`config.mk`:
```
export PLATFORM = sky130hd
export DESIGN_NAME = rv_core_top
export DESIGN_NICKNAME = d
export VERILOG_FILES = /design/src/rtl/rv_pkg.sv /design/src/rtl/rv_core_top.sv /design/src/rtl/mem_wb_stage.sv /design/src/rtl/execute_stage.sv /design/src/rtl/reg_file.sv /design/src/rtl/decode_stage.sv /design/src/rtl/fetch_stage.sv
export SDC_FILE = /design/constraint.sdc
export NUM_CORES = 2
export LEC_CHECK = 0
export BUFFER_PORTS_ARGS = -buffer_cell sky130_fd_sc_hd__buf_2
export CORE_MARGIN = 2
export CORE_UTILIZATION = 32
export CTS_CLUSTER_SIZE = 20
export DETAILED_ROUTE_END_ITERATION = 16
export SETUP_SLACK_MARGIN = 0.2
export SYNTH_ARGS = -nofsm -noshare
export SYNTH_HDL_FRONTEND = slang
export SYNTH_HIERARCHICAL = 1
export SYNTH_SLANG_ARGS = --single-unit
```
`constraint.sdc`:
```
create_clock -name clk -period 3.62 [get_ports clk]
set_input_delay 0.362 -clock clk [delete_from_list [all_inputs] [get_ports clk]]
set_output_delay 0.362 -clock clk [all_outputs]
set_load 0.05 [all_outputs]
```
`src/rtl/rv_pkg.sv`:
```
package rv_pkg;

    localparam int xlen = 32;

    typedef logic [xlen-1:0] word_t;
    typedef logic [xlen-1:0] addr_t;
    typedef logic [4:0]      reg_idx_t;
    typedef logic [3:0]      byte_en_t;

    // major opcodes, bits [6:0]
    localparam logic [6:0] op_imm    = 7'b0010011;
    localparam logic [6:0] op_reg    = 7'b0110011;
    localparam logic [6:0] op_lui    = 7'b0110111;
    localparam logic [6:0] op_branch = 7'b1100011;
    localparam logic [6:0] op_jal    = 7'b1101111;
    localparam logic [6:0] op_load   = 7'b0000011;
    localparam logic [6:0] op_store  = 7'b0100011;

    // funct3, bits [14:12]
    localparam logic [2:0] f3_add  = 3'b000;
    localparam logic [2:0] f3_bne  = 3'b001;
    localparam logic [2:0] f3_word = 3'b010;

    // decoded identity, id_nop is a bubble
    typedef enum logic [3:0] {
        id_addi,
        id_add,
        id_lui,
        id_bne,
        id_jal,
        id_lw,
        id_sw,
        id_illegal,
        id_nop
    } inst_id_t;

endpackage
```
`src/rtl/rv_core_top.sv`:
```
module rv_core_top (
    input  logic             clk,
    input  logic             rst_n,
    output rv_pkg::addr_t    imem_addr,
    input  rv_pkg::word_t    imem_data,
    output rv_pkg::addr_t    dmem_addr,
    output rv_pkg::byte_en_t dmem_rden,
    output rv_pkg::byte_en_t dmem_wren,
    output rv_pkg::word_t    dmem_wrdata,
    input  rv_pkg::word_t    dmem_rddata,
    output logic             wb_en,
    output rv_pkg::reg_idx_t wb_rd,
    output rv_pkg::word_t    wb_data,
    output logic             error
);
    import rv_pkg::*;

    // fetch
    addr_t    f_pc;
    logic     f_valid;
    logic     stall;

    // decode and register file
    reg_idx_t rs1_idx, rs2_idx;
    word_t    rs1_data, rs2_data;
    inst_id_t d_inst_id;
    word_t    d_rs1_val, d_rs2_val, d_imm;
    addr_t    d_pc;
    reg_idx_t d_rd;

    // execute
    logic     jump_flag;
    addr_t    jump_addr;
    word_t    x_rd_val;
    logic     x_rd_vld;
    reg_idx_t x_rd;
    inst_id_t x_inst_id;
    addr_t    mem_addr;
    byte_en_t mem_rden, mem_wren;
    word_t    mem_wrdata;

    fetch_stage u_fetch (
        .clk       (clk),
        .rst_n     (rst_n),
        .stall     (stall),
        .jump_flag (jump_flag),
        .jump_addr (jump_addr),
        .imem_addr (imem_addr),
        .f_pc      (f_pc),
        .f_valid   (f_valid)
    );

    decode_stage u_decode (
        .clk       (clk),
        .rst_n     (rst_n),
        .imem_data (imem_data),
        .f_pc      (f_pc),
        .f_valid   (f_valid),
        .jump_flag (jump_flag),
        .rs1_idx   (rs1_idx),
        .rs2_idx   (rs2_idx),
        .rs1_data  (rs1_data),
        .rs2_data  (rs2_data),
        .x_rd      (x_rd),
        .x_rd_vld  (x_rd_vld),
        .wb_rd     (wb_rd),
        .wb_en     (wb_en),
        .stall     (stall),
        .d_inst_id (d_inst_id),
        .d_rs1_val (d_rs1_val),
        .d_rs2_val (d_rs2_val),
        .d_imm     (d_imm),
        .d_pc      (d_pc),
        .d_rd      (d_rd)
    );

    reg_file u_regs (
        .clk      (clk),
        .rst_n    (rst_n),
        .rs1_idx  (rs1_idx),
        .rs2_idx  (rs2_idx),
        .rs1_data (rs1_data),
        .rs2_data (rs2_data),
        .wb_en    (wb_en),
        .wb_rd    (wb_rd),
        .wb_data  (wb_data)
    );

    execute_stage u_execute (
        .clk        (clk),
        .rst_n      (rst_n),
        .d_inst_id  (d_inst_id),
        .d_rs1_val  (d_rs1_val),
        .d_rs2_val  (d_rs2_val),
        .d_imm      (d_imm),
        .d_pc       (d_pc),
        .d_rd       (d_rd),
        .jump_flag  (jump_flag),
        .jump_addr  (jump_addr),
        .x_rd_val   (x_rd_val),
        .x_rd_vld   (x_rd_vld),
        .x_rd       (x_rd),
        .x_inst_id  (x_inst_id),
        .mem_addr   (mem_addr),
        .mem_rden   (mem_rden),
        .mem_wren   (mem_wren),
        .mem_wrdata (mem_wrdata),
        .error      (error)
    );

    mem_wb_stage u_mem_wb (
        .clk         (clk),
        .rst_n       (rst_n),
        .x_inst_id   (x_inst_id),
        .x_rd_val    (x_rd_val),
        .x_rd_vld    (x_rd_vld),
        .x_rd        (x_rd),
        .mem_addr    (mem_addr),
        .mem_rden    (mem_rden),
        .mem_wren    (mem_wren),
        .mem_wrdata  (mem_wrdata),
        .dmem_addr   (dmem_addr),
        .dmem_rden   (dmem_rden),
        .dmem_wren   (dmem_wren),
        .dmem_wrdata (dmem_wrdata),
        .dmem_rddata (dmem_rddata),
        .wb_en       (wb_en),
        .wb_rd       (wb_rd),
        .wb_data     (wb_data)
    );

endmodule

```
`src/rtl/mem_wb_stage.sv`:
```
module mem_wb_stage (
    input  logic             clk,
    input  logic             rst_n,
    input  rv_pkg::inst_id_t x_inst_id,
    input  rv_pkg::word_t    x_rd_val,
    input  logic             x_rd_vld,
    input  rv_pkg::reg_idx_t x_rd,
    input  rv_pkg::addr_t    mem_addr,
    input  rv_pkg::byte_en_t mem_rden,
    input  rv_pkg::byte_en_t mem_wren,
    input  rv_pkg::word_t    mem_wrdata,
    output rv_pkg::addr_t    dmem_addr,
    output rv_pkg::byte_en_t dmem_rden,
    output rv_pkg::byte_en_t dmem_wren,
    output rv_pkg::word_t    dmem_wrdata,
    input  rv_pkg::word_t    dmem_rddata,
    output logic             wb_en,
    output rv_pkg::reg_idx_t wb_rd,
    output rv_pkg::word_t    wb_data
);
    import rv_pkg::*;

    logic  is_load;
    word_t wb_nxt;

    // request lives for the single cycle the execute register holds it
    assign dmem_addr   = mem_addr;
    assign dmem_rden   = mem_rden;
    assign dmem_wren   = mem_wren;
    assign dmem_wrdata = mem_wrdata;

    // full-word read lanes only for lw
    assign is_load = (x_inst_id == id_lw) && (mem_rden == '1);
    assign wb_nxt  = is_load ? dmem_rddata : x_rd_val;

    always_ff @(posedge clk or negedge rst_n) begin
        if (!rst_n) begin
            wb_en <= 1'b0;
        end else begin
            wb_en <= x_rd_vld;
        end
    end

    always_ff @(posedge clk) begin
        wb_rd   <= x_rd;
        wb_data <= wb_nxt;
    end

endmodule

```
`src/rtl/execute_stage.sv`:
```
module execute_stage (
    input  logic             clk,
    input  logic             rst_n,
    input  rv_pkg::inst_id_t d_inst_id,
    input  rv_pkg::word_t    d_rs1_val,
    input  rv_pkg::word_t    d_rs2_val,
    input  rv_pkg::word_t    d_imm,
    input  rv_pkg::addr_t    d_pc,
    input  rv_pkg::reg_idx_t d_rd,
    output logic             jump_flag,
    output rv_pkg::addr_t    jump_addr,
    output rv_pkg::word_t    x_rd_val,
    output logic             x_rd_vld,
    output rv_pkg::reg_idx_t x_rd,
    output rv_pkg::inst_id_t x_inst_id,
    output rv_pkg::addr_t    mem_addr,
    output rv_pkg::byte_en_t mem_rden,
    output rv_pkg::byte_en_t mem_wren,
    output rv_pkg::word_t    mem_wrdata,
    output logic             error
);
    import rv_pkg::*;

    word_t    alu_res;
    logic     take_jump;
    logic     writes_rd;
    byte_en_t rden_nxt;
    byte_en_t wren_nxt;

    always_comb begin
        alu_res   = '0;
        take_jump = 1'b0;
        writes_rd = 1'b0;
        rden_nxt  = '0;
        wren_nxt  = '0;
        case (d_inst_id)
            id_addi: begin
                alu_res   = d_rs1_val + d_imm;
                writes_rd = 1'b1;
            end
            id_add: begin
                alu_res   = d_rs1_val + d_rs2_val;
                writes_rd = 1'b1;
            end
            id_lui: begin
                alu_res   = d_imm;
                writes_rd = 1'b1;
            end
            id_bne: take_jump = (d_rs1_val != d_rs2_val);
            id_jal: begin
                // link value
                alu_res   = d_pc + word_t'(4);
                take_jump = 1'b1;
                writes_rd = 1'b1;
            end
            id_lw: begin
                writes_rd = 1'b1;
                rden_nxt  = '1;
            end
            id_sw:   wren_nxt = '1;
            default: alu_res = '0;
        endcase
    end

    always_ff @(posedge clk or negedge rst_n) begin
        if (!rst_n) begin
            jump_flag <= 1'b0;
            x_rd_vld  <= 1'b0;
            x_inst_id <= id_nop;
            mem_rden  <= '0;
            mem_wren  <= '0;
            error     <= 1'b0;
        end else begin
            jump_flag <= take_jump;
            // writes to x0 never reach writeback
            x_rd_vld  <= writes_rd && (d_rd != '0);
            x_inst_id <= d_inst_id;
            mem_rden  <= rden_nxt;
            mem_wren  <= wren_nxt;
            if (d_inst_id == id_illegal) begin
                error <= 1'b1;
            end
        end
    end

    always_ff @(posedge clk) begin
        x_rd_val   <= alu_res;
        x_rd       <= d_rd;
        jump_addr  <= d_pc + d_imm;
        mem_addr   <= d_rs1_val + d_imm;
        mem_wrdata <= d_rs2_val;
    end

endmodule

```
`src/rtl/reg_file.sv`:
```
module reg_file (
    input  logic             clk,
    input  logic             rst_n,
    input  rv_pkg::reg_idx_t rs1_idx,
    input  rv_pkg::reg_idx_t rs2_idx,
    output rv_pkg::word_t    rs1_data,
    output rv_pkg::word_t    rs2_data,
    input  logic             wb_en,
    input  rv_pkg::reg_idx_t wb_rd,
    input  rv_pkg::word_t    wb_data
);
    import rv_pkg::*;

    word_t regs [31:1];

    always_ff @(posedge clk or negedge rst_n) begin
        if (!rst_n) begin
            for (int i = 1; i < 32; i++) begin
                regs[i] <= '0;
            end
        end else if (wb_en && wb_rd != '0) begin
            regs[wb_rd] <= wb_data;
        end
    end

    // x0 reads zero, same-cycle write bypasses the array
    function automatic word_t read_port(reg_idx_t idx);
        if (idx == '0) begin
            return '0;
        end
        if (wb_en && wb_rd == idx) begin
            return wb_data;
        end
        return regs[idx];
    endfunction

    always_comb begin
        rs1_data = read_port(rs1_idx);
        rs2_data = read_port(rs2_idx);
    end

endmodule

```
`src/rtl/decode_stage.sv`:
```
module decode_stage (
    input  logic             clk,
    input  logic             rst_n,
    input  rv_pkg::word_t    imem_data,
    input  rv_pkg::addr_t    f_pc,
    input  logic             f_valid,
    input  logic             jump_flag,
    output rv_pkg::reg_idx_t rs1_idx,
    output rv_pkg::reg_idx_t rs2_idx,
    input  rv_pkg::word_t    rs1_data,
    input  rv_pkg::word_t    rs2_data,
    input  rv_pkg::reg_idx_t x_rd,
    input  logic             x_rd_vld,
    input  rv_pkg::reg_idx_t wb_rd,
    input  logic             wb_en,
    output logic             stall,
    output rv_pkg::inst_id_t d_inst_id,
    output rv_pkg::word_t    d_rs1_val,
    output rv_pkg::word_t    d_rs2_val,
    output rv_pkg::word_t    d_imm,
    output rv_pkg::addr_t    d_pc,
    output rv_pkg::reg_idx_t d_rd
);
    import rv_pkg::*;

    logic [6:0] opcode;
    logic [2:0] funct3;
    logic [6:0] funct7;
    reg_idx_t   rd;
    word_t      imm_i, imm_s, imm_b, imm_u, imm_j;
    word_t      imm;
    inst_id_t   id_dec;
    inst_id_t   id_q;
    logic       use_rs1, use_rs2;
    logic       rs1_busy, rs2_busy;
    logic       d_writes_rd;

    assign opcode  = imem_data[6:0];
    assign rd      = imem_data[11:7];
    assign funct3  = imem_data[14:12];
    assign rs1_idx = imem_data[19:15];
    assign rs2_idx = imem_data[24:20];
    assign funct7  = imem_data[31:25];

    assign imm_i = {{20{imem_data[31]}}, imem_data[31:20]};
    assign imm_s = {{20{imem_data[31]}}, imem_data[31:25], imem_data[11:7]};
    assign imm_b = {{19{imem_data[31]}}, imem_data[31], imem_data[7],
                    imem_data[30:25], imem_data[11:8], 1'b0};
    assign imm_u = {imem_data[31:12], 12'b0};
    assign imm_j = {{11{imem_data[31]}}, imem_data[31], imem_data[19:12],
                    imem_data[20], imem_data[30:21], 1'b0};

    always_comb begin
        id_dec  = id_illegal;
        imm     = '0;
        use_rs1 = 1'b0;
        use_rs2 = 1'b0;
        case (opcode)
            op_imm: if (funct3 == f3_add) begin
                id_dec  = id_addi;
                imm     = imm_i;
                use_rs1 = 1'b1;
            end
            op_reg: if (funct3 == f3_add && funct7 == 7'b0) begin
                id_dec  = id_add;
                use_rs1 = 1'b1;
                use_rs2 = 1'b1;
            end
            op_lui: begin
                id_dec = id_lui;
                imm    = imm_u;
            end
            op_branch: if (funct3 == f3_bne) begin
                id_dec  = id_bne;
                imm     = imm_b;
                use_rs1 = 1'b1;
                use_rs2 = 1'b1;
            end
            op_jal: begin
                id_dec = id_jal;
                imm    = imm_j;
            end
            op_load: if (funct3 == f3_word) begin
                id_dec  = id_lw;
                imm     = imm_i;
                use_rs1 = 1'b1;
            end
            op_store: if (funct3 == f3_word) begin
                id_dec  = id_sw;
                imm     = imm_s;
                use_rs1 = 1'b1;
                use_rs2 = 1'b1;
            end
            default: id_dec = id_illegal;
        endcase
    end

    // pending destinations in decode output, execute and writeback
    assign d_writes_rd = (d_inst_id inside {id_addi, id_add, id_lui, id_jal, id_lw})
                         && (d_rd != '0);
    assign rs1_busy = (rs1_idx != '0) && ((d_writes_rd && d_rd == rs1_idx)
                      || (x_rd_vld && x_rd == rs1_idx) || (wb_en && wb_rd == rs1_idx));
    assign rs2_busy = (rs2_idx != '0) && ((d_writes_rd && d_rd == rs2_idx)
                      || (x_rd_vld && x_rd == rs2_idx) || (wb_en && wb_rd == rs2_idx));
    assign stall = f_valid && ((use_rs1 && rs1_busy) || (use_rs2 && rs2_busy));

    always_ff @(posedge clk or negedge rst_n) begin
        if (!rst_n) begin
            id_q <= id_nop;
        end else if (!f_valid || stall || jump_flag) begin
            id_q <= id_nop;
        end else begin
            id_q <= id_dec;
        end
    end

    always_ff @(posedge clk) begin
        d_rs1_val <= rs1_data;
        d_rs2_val <= rs2_data;
        d_imm     <= imm;
        d_pc      <= f_pc;
        d_rd      <= rd;
    end

    // older-path instruction still held here is killed by a taken transfer
    assign d_inst_id = jump_flag ? id_nop : id_q;

endmodule

```
`src/rtl/fetch_stage.sv`:
```
module fetch_stage (
    input  logic          clk,
    input  logic          rst_n,
    input  logic          stall,
    input  logic          jump_flag,
    input  rv_pkg::addr_t jump_addr,
    output rv_pkg::addr_t imem_addr,
    output rv_pkg::addr_t f_pc,
    output logic          f_valid
);
    import rv_pkg::*;

    addr_t pc;
    logic  run;

    // first cycle after reset fetches address 0 but holds it
    always_ff @(posedge clk or negedge rst_n) begin
        if (!rst_n) begin
            pc  <= '0;
            run <= 1'b0;
        end else begin
            run <= 1'b1;
            if (jump_flag) begin
                pc <= jump_addr;
            end else if (run && !stall) begin
                pc <= pc + addr_t'(4);
            end
        end
    end

    assign imem_addr = pc;
    assign f_pc      = pc;

    // word on the bus during a redirect is a wrong-path fetch
    assign f_valid = run && !jump_flag;

endmodule

```
After elaboration in Yosys (flattened, before gate mapping)
Index checks and enable logic that the tools add are counted.
{ "totals": {"out_inout_bits": 143, "register_bits": 1348, "inputBits": 66} }
{ "classes": {"magnitude_cmp": 4, "reduce_logical": 42, "eq_ne": 25, "mux": 48, "addsub": 5} }
{ "ops": {"columns": ["op", "count"], "rows": [
  ["$bwmux W992", 1],
  ["$mux W32", 18],
  ["$bmux W32 S5", 2],
  ["$pmux W32 S6", 1],
  ["$demux W32 S5", 1],
  ["$pmux W32 S4", 1],
  ["$add A32 B32 Y32", 3],
  ["$add A32 B3 Y32 const B", 2],
  ["$ne A32 B32 Y1", 1],
  ["$eq A5 B5 Y1", 6],
  ["$pmux W4 S7", 1],
  ["$reduce_bool A5 Y1", 5],
  ["$eq A7 B6 Y1 const B", 3],
  ["$eq A4 B3 Y1 const B", 5],
  ["$logic_and A1 B1 Y1", 19],
  ["$lt A5 B6 Y1 const B", 3],
  ["$mux W4", 4],
  ["$eq A7 B7 Y1 const B", 2],
  ["$mux W1", 12],
  ["$logic_not A5 Y1", 2],
  ["$mux W3", 3],
  ["$eq A4 B2 Y1 const B", 2],
  ["$eq A7 B2 Y1 const B", 1],
  ["$eq A7 B5 Y1 const B", 1],
  ["17 further kinds", 25]
]} }

Logic depth before layout (Yosys ltp)
{ "depth": {"ltp_word": 15, "depth_mapped": 12, "ltp_nobuf": 12} }

Modules after synthesis
Netlist, hierarchy kept.
{ "by_module_without_submodules": {"columns": ["mod", "cells_each", "area_each_um2", "seq_area_each_um2", "n_inst"], "rows": [
  ["reg_file", 3802, 53895.4, 24823.8, 1],
  ["execute_stage", 1007, 8921.1, 2889.0, 1],
  ["decode_stage", 334, 4124.0, 2763.9, 1],
  ["fetch_stage", 245, 2142.1, 825.8, 1],
  ["mem_wb_stage", 148, 1908.1, 765.7, 1]
]} }

Least setup slack after synthesis
No wires, ideal clock.
{ "synth_timing": {"path_kind": "input to register", "start": "in imem_data[22]", "end": "reg u_fetch.pc[24] (netlist: u_fetch/f_pc[24])", "t_required_ns": 3.538, "setup_ns": 0.082, "n_path_buf": 2, "stages": 12, "slack_ns": 0.797, "t_arrival_ns": 2.742, "path_cell_list": "clkbuf_1 or4_1 o211ai_1 a221oi_1 o21ai_2 o21ai_0 and2_1 and3b_1 clkbuf_2 nand3_1 or4_1 a31oi_1"} }
{ "synth_via": {"elab_chain_len": 11} }
{ "synth_rtl": {"columns": ["element", "line_no", "source"], "rows": [
  ["start, declared", "rv_core_top.sv:5", "input rv_pkg::word_t imem_data,"],
  ["$eq A5 B5 Y1 (on tied branches)", "decode_stage.sv:103, decode_stage.sv:104", null],
  ["$logic_and A1 B1 Y1 (on tied branches)", "decode_stage.sv:103, decode_stage.sv:104", null],
  ["$logic_or A1 B1 Y1 (2 in series)", "decode_stage.sv:104", "|| (x_rd_vld && x_rd == rs2_idx) || (wb_en && wb_rd == rs2_idx));"],
  ["$logic_and A1 B1 Y1 *", "decode_stage.sv:103", "assign rs2_busy = (rs2_idx != '0) && ((d_writes_rd && d_rd == rs2_idx)"],
  ["$logic_and A1 B1 Y1 *", "decode_stage.sv:105", "assign stall = f_valid && ((use_rs1 && rs1_busy) || (use_rs2 && rs2_busy));"],
  ["$logic_or A1 B1 Y1 *", "decode_stage.sv:105", null],
  ["$logic_and A1 B1 Y1 *", "decode_stage.sv:105", null],
  ["via stall", "rv_core_top.sv:21", "logic stall;"],
  ["$logic_not A1 Y1 *", "fetch_stage.sv:25", "end else if (run && !stall) begin"],
  ["$logic_and A1 B1 Y1 *", "fetch_stage.sv:25", null],
  ["$reduce_bool A2 Y1 (no source line) *", null, null],
  ["end signal, assigned", "fetch_stage.sv:24", "pc <= jump_addr;"],
  ["end signal, assigned", "fetch_stage.sv:26", "pc <= pc + addr_t'(4);"],
  ["end, declared", "fetch_stage.sv:13", "addr_t pc;"]
]} }
The timed path passes the listed nets; every way through them passes the cells marked *.
A chain may end at the register's enable or synchronous reset.

Worst setup path in the final report
{ "layout_timing": {"start": "reg u_decode.d_rd[1]", "end": "reg u_fetch.pc[19] (netlist: u_fetch/f_pc[19])"} }
{ "layout_via": {"elab_chain_len": 12} }
{ "layout_rtl": {"columns": ["element", "line_no", "source"], "rows": [
  ["start, declared", "decode_stage.sv:22", "output rv_pkg::reg_idx_t d_rd"],
  ["start signal, assigned", "decode_stage.sv:122", "d_rd <= rd;"],
  ["$reduce_bool A5 Y1", "decode_stage.sv:100", "&& (d_rd != '0);"],
  ["$logic_and A1 B1 Y1", "decode_stage.sv:100", null],
  ["$logic_and A1 B1 Y1 (on tied branches)", "decode_stage.sv:101, decode_stage.sv:103", null],
  ["$logic_or A1 B1 Y1 (on tied branches) (2 in series)", "decode_stage.sv:102, decode_stage.sv:104", null],
  ["$logic_and A1 B1 Y1 (on tied branches)", "decode_stage.sv:101, decode_stage.sv:103", null],
  ["$logic_and A1 B1 Y1", "decode_stage.sv:105", null],
  ["$logic_or A1 B1 Y1 *", "decode_stage.sv:105", null],
  ["$logic_and A1 B1 Y1 *", "decode_stage.sv:105", null],
  ["via stall", "rv_core_top.sv:21", null],
  ["$logic_not A1 Y1 *", "fetch_stage.sv:25", null],
  ["$logic_and A1 B1 Y1 *", "fetch_stage.sv:25", null],
  ["$reduce_bool A2 Y1 (no source line) *", null, null]
]} }
Marks and branches as above.

==> flow_summary_export.csv <==
group,metric,value,unit
status,status,"finished, final reports clean",
logic_synthesis,yosysMostFrequentCell,"mux2_2",
drt,wl_met2,103000,um
clock_network,cts_made_buffers,148,
layout,layout.nets,5754,
drt,wirelength_met1,104000,um
clock_network,cts_root_buf,"clkbuf_16",
timing,max-slew-margin-rel,26.4,%
clock_network,cts.sinks,1342,
floorplan,die_w,475,um
logic_synthesis,yosysTopAreaCell,"dfrtp_1",
layout,seq_area,32100,um2
floorplan,io_pins,209,
power,peakVddDrop,0.487,mV
timing,hold_violations,0,
global_routing,grt_pass1_vias,49489,
layout,utilization,36.7,%
global_routing,grt.total_usage,20.8,%
logic_synthesis,synth-edff-count,0,
layout,area_growth_syn_to_layout,13.8,%
logic_synthesis,postSynth.asyncResetShare,77.4,%
clock_network,clock_latency,0.81,ns
global_routing,gr-total-overflow,0,
timing,worst_pin_slew,1.10,ns
timing,tns,0,ns
logic_synthesis,netlist_instances,5536,
timing,fin_crit_sh,91.2,%
logic_synthesis,synth_top_cell_area_share,36.6,%
global_routing,antenna_found_initial,14,
drt,finalWirelength,240000,um
critical_path,crit_arrival,4.00,ns
logic_synthesis,synthTopCellsByArea,"dfrtp_1, mux2_2, mux4_2, dfxtp_1, buf_4",
drt,vias,49753,
clock_network,cts_tree,"built",
floorplan,rows,172,
global_routing,grt_max_degree,123,
timing,finalClockSkew,0.0329,ns
clock_network,clockBufferDepth,3,
layout,drive_gt1_share,40.5,%
drt,wl_met3,21200,um
layout,fill_cells,21017,
power,powerDensity,565,nW/um2
floorplan,die_area,226000,um2
floorplan,core_area,220000,um2
placement,portBuffers,208,
logic_synthesis,synth_cell_types,106,
placement,hpwl,155000,um
critical_path,critical_path_class,"reg2reg",
critical_path,critPathLaunchType,"flop",
timing,setup_viol_count_final,0,
job,cap_violations,0,
timing,timing.fmax,303,MHz
logic_synthesis,ys_seq_elements,1342,
drt,firstDrtPassIters,7,
logic_synthesis,synth_flop_cell,"dfrtp_1",
critical_path,critPathMaxFanout,7,
logic_synthesis,yosysWarningCount,6,
drt,post_drt_wl_per_cell,27.6,um
drt,topRoutingLayerUsed,"met5",
layout,multi_input_area,35800,um2
drt,drc_errors,0,
timing,rsz0062_at_grt,"yes",
min_path,min_path_type,"in2reg",
clock_network,h-tree-depth,4,
logic_synthesis,avgSynthCellArea,12.8,um2
logic_synthesis,synthTopCellsByCount,"mux2_2, dfrtp_1, mux4_2, nor2_1, dfxtp_1",
critical_path,cp.required,4.32,ns
timing,drv_slew,0,
logic_synthesis,ys_seq_area_share,45.2,%
floorplan,initial_core_util,32.2,%
global_routing,grt_pass1_wl,348000,um
logic_synthesis,syn_area,71000,um2
placement,place.gp.congestion,0.928,
clock_network,clk_pin_slew,0.06,ns
timing,period_minus_slack,3.30,ns
critical_path,endpoint_kind,"flop",
power,cellLeakagePower,36.4,nW
drt,drtIter0Drc,5157,
drt,ant_nets,0,
drt,via_per_inst,5.73,
logic_synthesis,syn_nets,5700,
floorplan,die-height,475,um
## metrics by stage
stage               power, mW  worst slack, ns  area, um2  instances  hold WS (ns)
finish                   45.6            0.318      80800       8680        0.0698
global route             47.4            0.106      80800       8672        0.0869
CTS                      45.7            0.321      80700       8670       0.00410
detailed placement       30.1            0.248      75200       8339         0.344
global placement         29.8            0.254      75200       8339         0.342
floorplan                26.6            0.797      71000       5536        0.0664
## kinds of logic after synthesis
logic type                 share of synthesized area (%)
and+or+nand+nor                                     6.47
buffers and inverters                               4.71
adders and majority gates                           1.76
other                                            0.00528
DFF                                                 45.2
muxes                                               32.3
AOI/OAI and AO/OA                                   7.61
xor gates and xnor gates                            2.00
## state kept, by name (all words and copies together) (netlist names)
name / count
u_decode/d_rs1_val: 32
u_decode/id_q: 4
u_execute/mem_addr: 32
u_decode/d_imm: 32
u_decode/d_pc: 32
u_mem_wb/wb_en: 1
u_mem_wb/wb_data: 32
u_execute/error: 1
u_execute/x_inst_id: 4
u_decode/d_rd: 5
u_execute/x_rd: 5
u_mem_wb/wb_rd: 5
u_execute/x_rd_val: 32
u_execute/jump_addr: 32
u_execute/jump_flag: 1
u_execute/mem_wrdata: 32
u_execute/mem_rden: 1
u_execute/mem_wren: 1
u_fetch/f_pc: 32
u_decode/d_rs2_val: 32
u_fetch/run: 1
u_regs/regs: 992
u_execute/x_rd_vld: 1
## placed cells by master (no fill, tap or decap), types with 56 or more instances in the layout
cell | netlist | routed
a211oi_1 | 60 | 59
a21o_1 | 62 | 62
a21oi_1 | 92 | 92
a221oi_1 | 72 | 72
buf_2 | 125 | 201
buf_4 | 183 | 183
clkbuf_16 | 0 | 153
dfrtp_1 | 1037 | 1037
dfxtp_1 | 303 | 302
dlygate4sd3_1 | 0 | 57
ha_1 | 95 | 95
mux2_2 | 1119 | 1119
mux2i_1 | 89 | 89
mux4_2 | 393 | 393
nand2_1 | 180 | 165
nand3_1 | 69 | 68
nor2_1 | 310 | 293
nor3_1 | 115 | 114
o21ai_0 | 83 | 83
o22ai_1 | 76 | 76
xnor2_1 | 106 | 106
xor2_1 | 56 | 56
## report_power, final
| part | switching, mW | internal (mW) |
|---|---|---|
| Clock | 6.42 | 9.15 |
| Combinational | 6.31 | 4.28 |
| Sequential | 2.24 | 17.2 |
| Total | 15.0 | 30.7 |
## layout make-up
type,count,area share [%]
Multi-Input combinational cell,3568,44.3
Sequential cell,1342,39.7
Clock buffer,226,5.50
Timing Repair Buffer,498,5.02
Tap cell,2958,4.58
Clock inverter,48,0.706
Inverter,32,0.149
Antenna cell,8,0.0248
## worst max-delay path, cell delays in order, from the launching register on
cell	delay (ns)
dfxtp_1	0.37
or4_1	0.57
o211ai_2	0.17
nor4_1	0.08
o21ai_1	0.21
o21ai_0	0.19
and2_1	0.25
and4b_2	0.43
nand3_1	0.22
or4_1	0.53
a31oi_1	0.20
## what timing repair did
action                     in CTS  in global routing
hold buffers                   57                  0
gates resized for setup         0                  4
setup buffers                   0                  2
setup endpoints to repair       0                  7
hold endpoints to repair      102                  0
## path summary, 6_finish.rpt
| check | slack (ns) | from | to | depth (start not counted) |
|---|---|---|---|---|
| worst min register to register | 0.35 | u_decode/d_rs2_val[0] | u_execute/mem_wrdata[0] | 0 |
| worst max-delay path | 0.32 | u_decode/d_rd[1] | u_fetch/f_pc[19] | 10 |
| worst max register to register | 0.32 | u_decode/d_rd[1] | u_fetch/f_pc[19] | 10 |
| min in group asynchronous | 0.20 | rst_n | u_regs/regs[7] | 2 |
| worst min-delay path | 0.07 | imem_data[0] | u_decode/id_q[0] | 5 |
| max in group asynchronous | 2.20 | rst_n | u_regs/regs[333] | 3 |
## metal layers
layer | GRT usage, % | up-vias
met4 | 8.80 | 4
met1 | 29.0 | 26057
met5 | 0 | -
li1 | - | 20883
met2 | 30.8 | 2312
met3 | 5.09 | 497
Power figures use the tool's default switching activity.
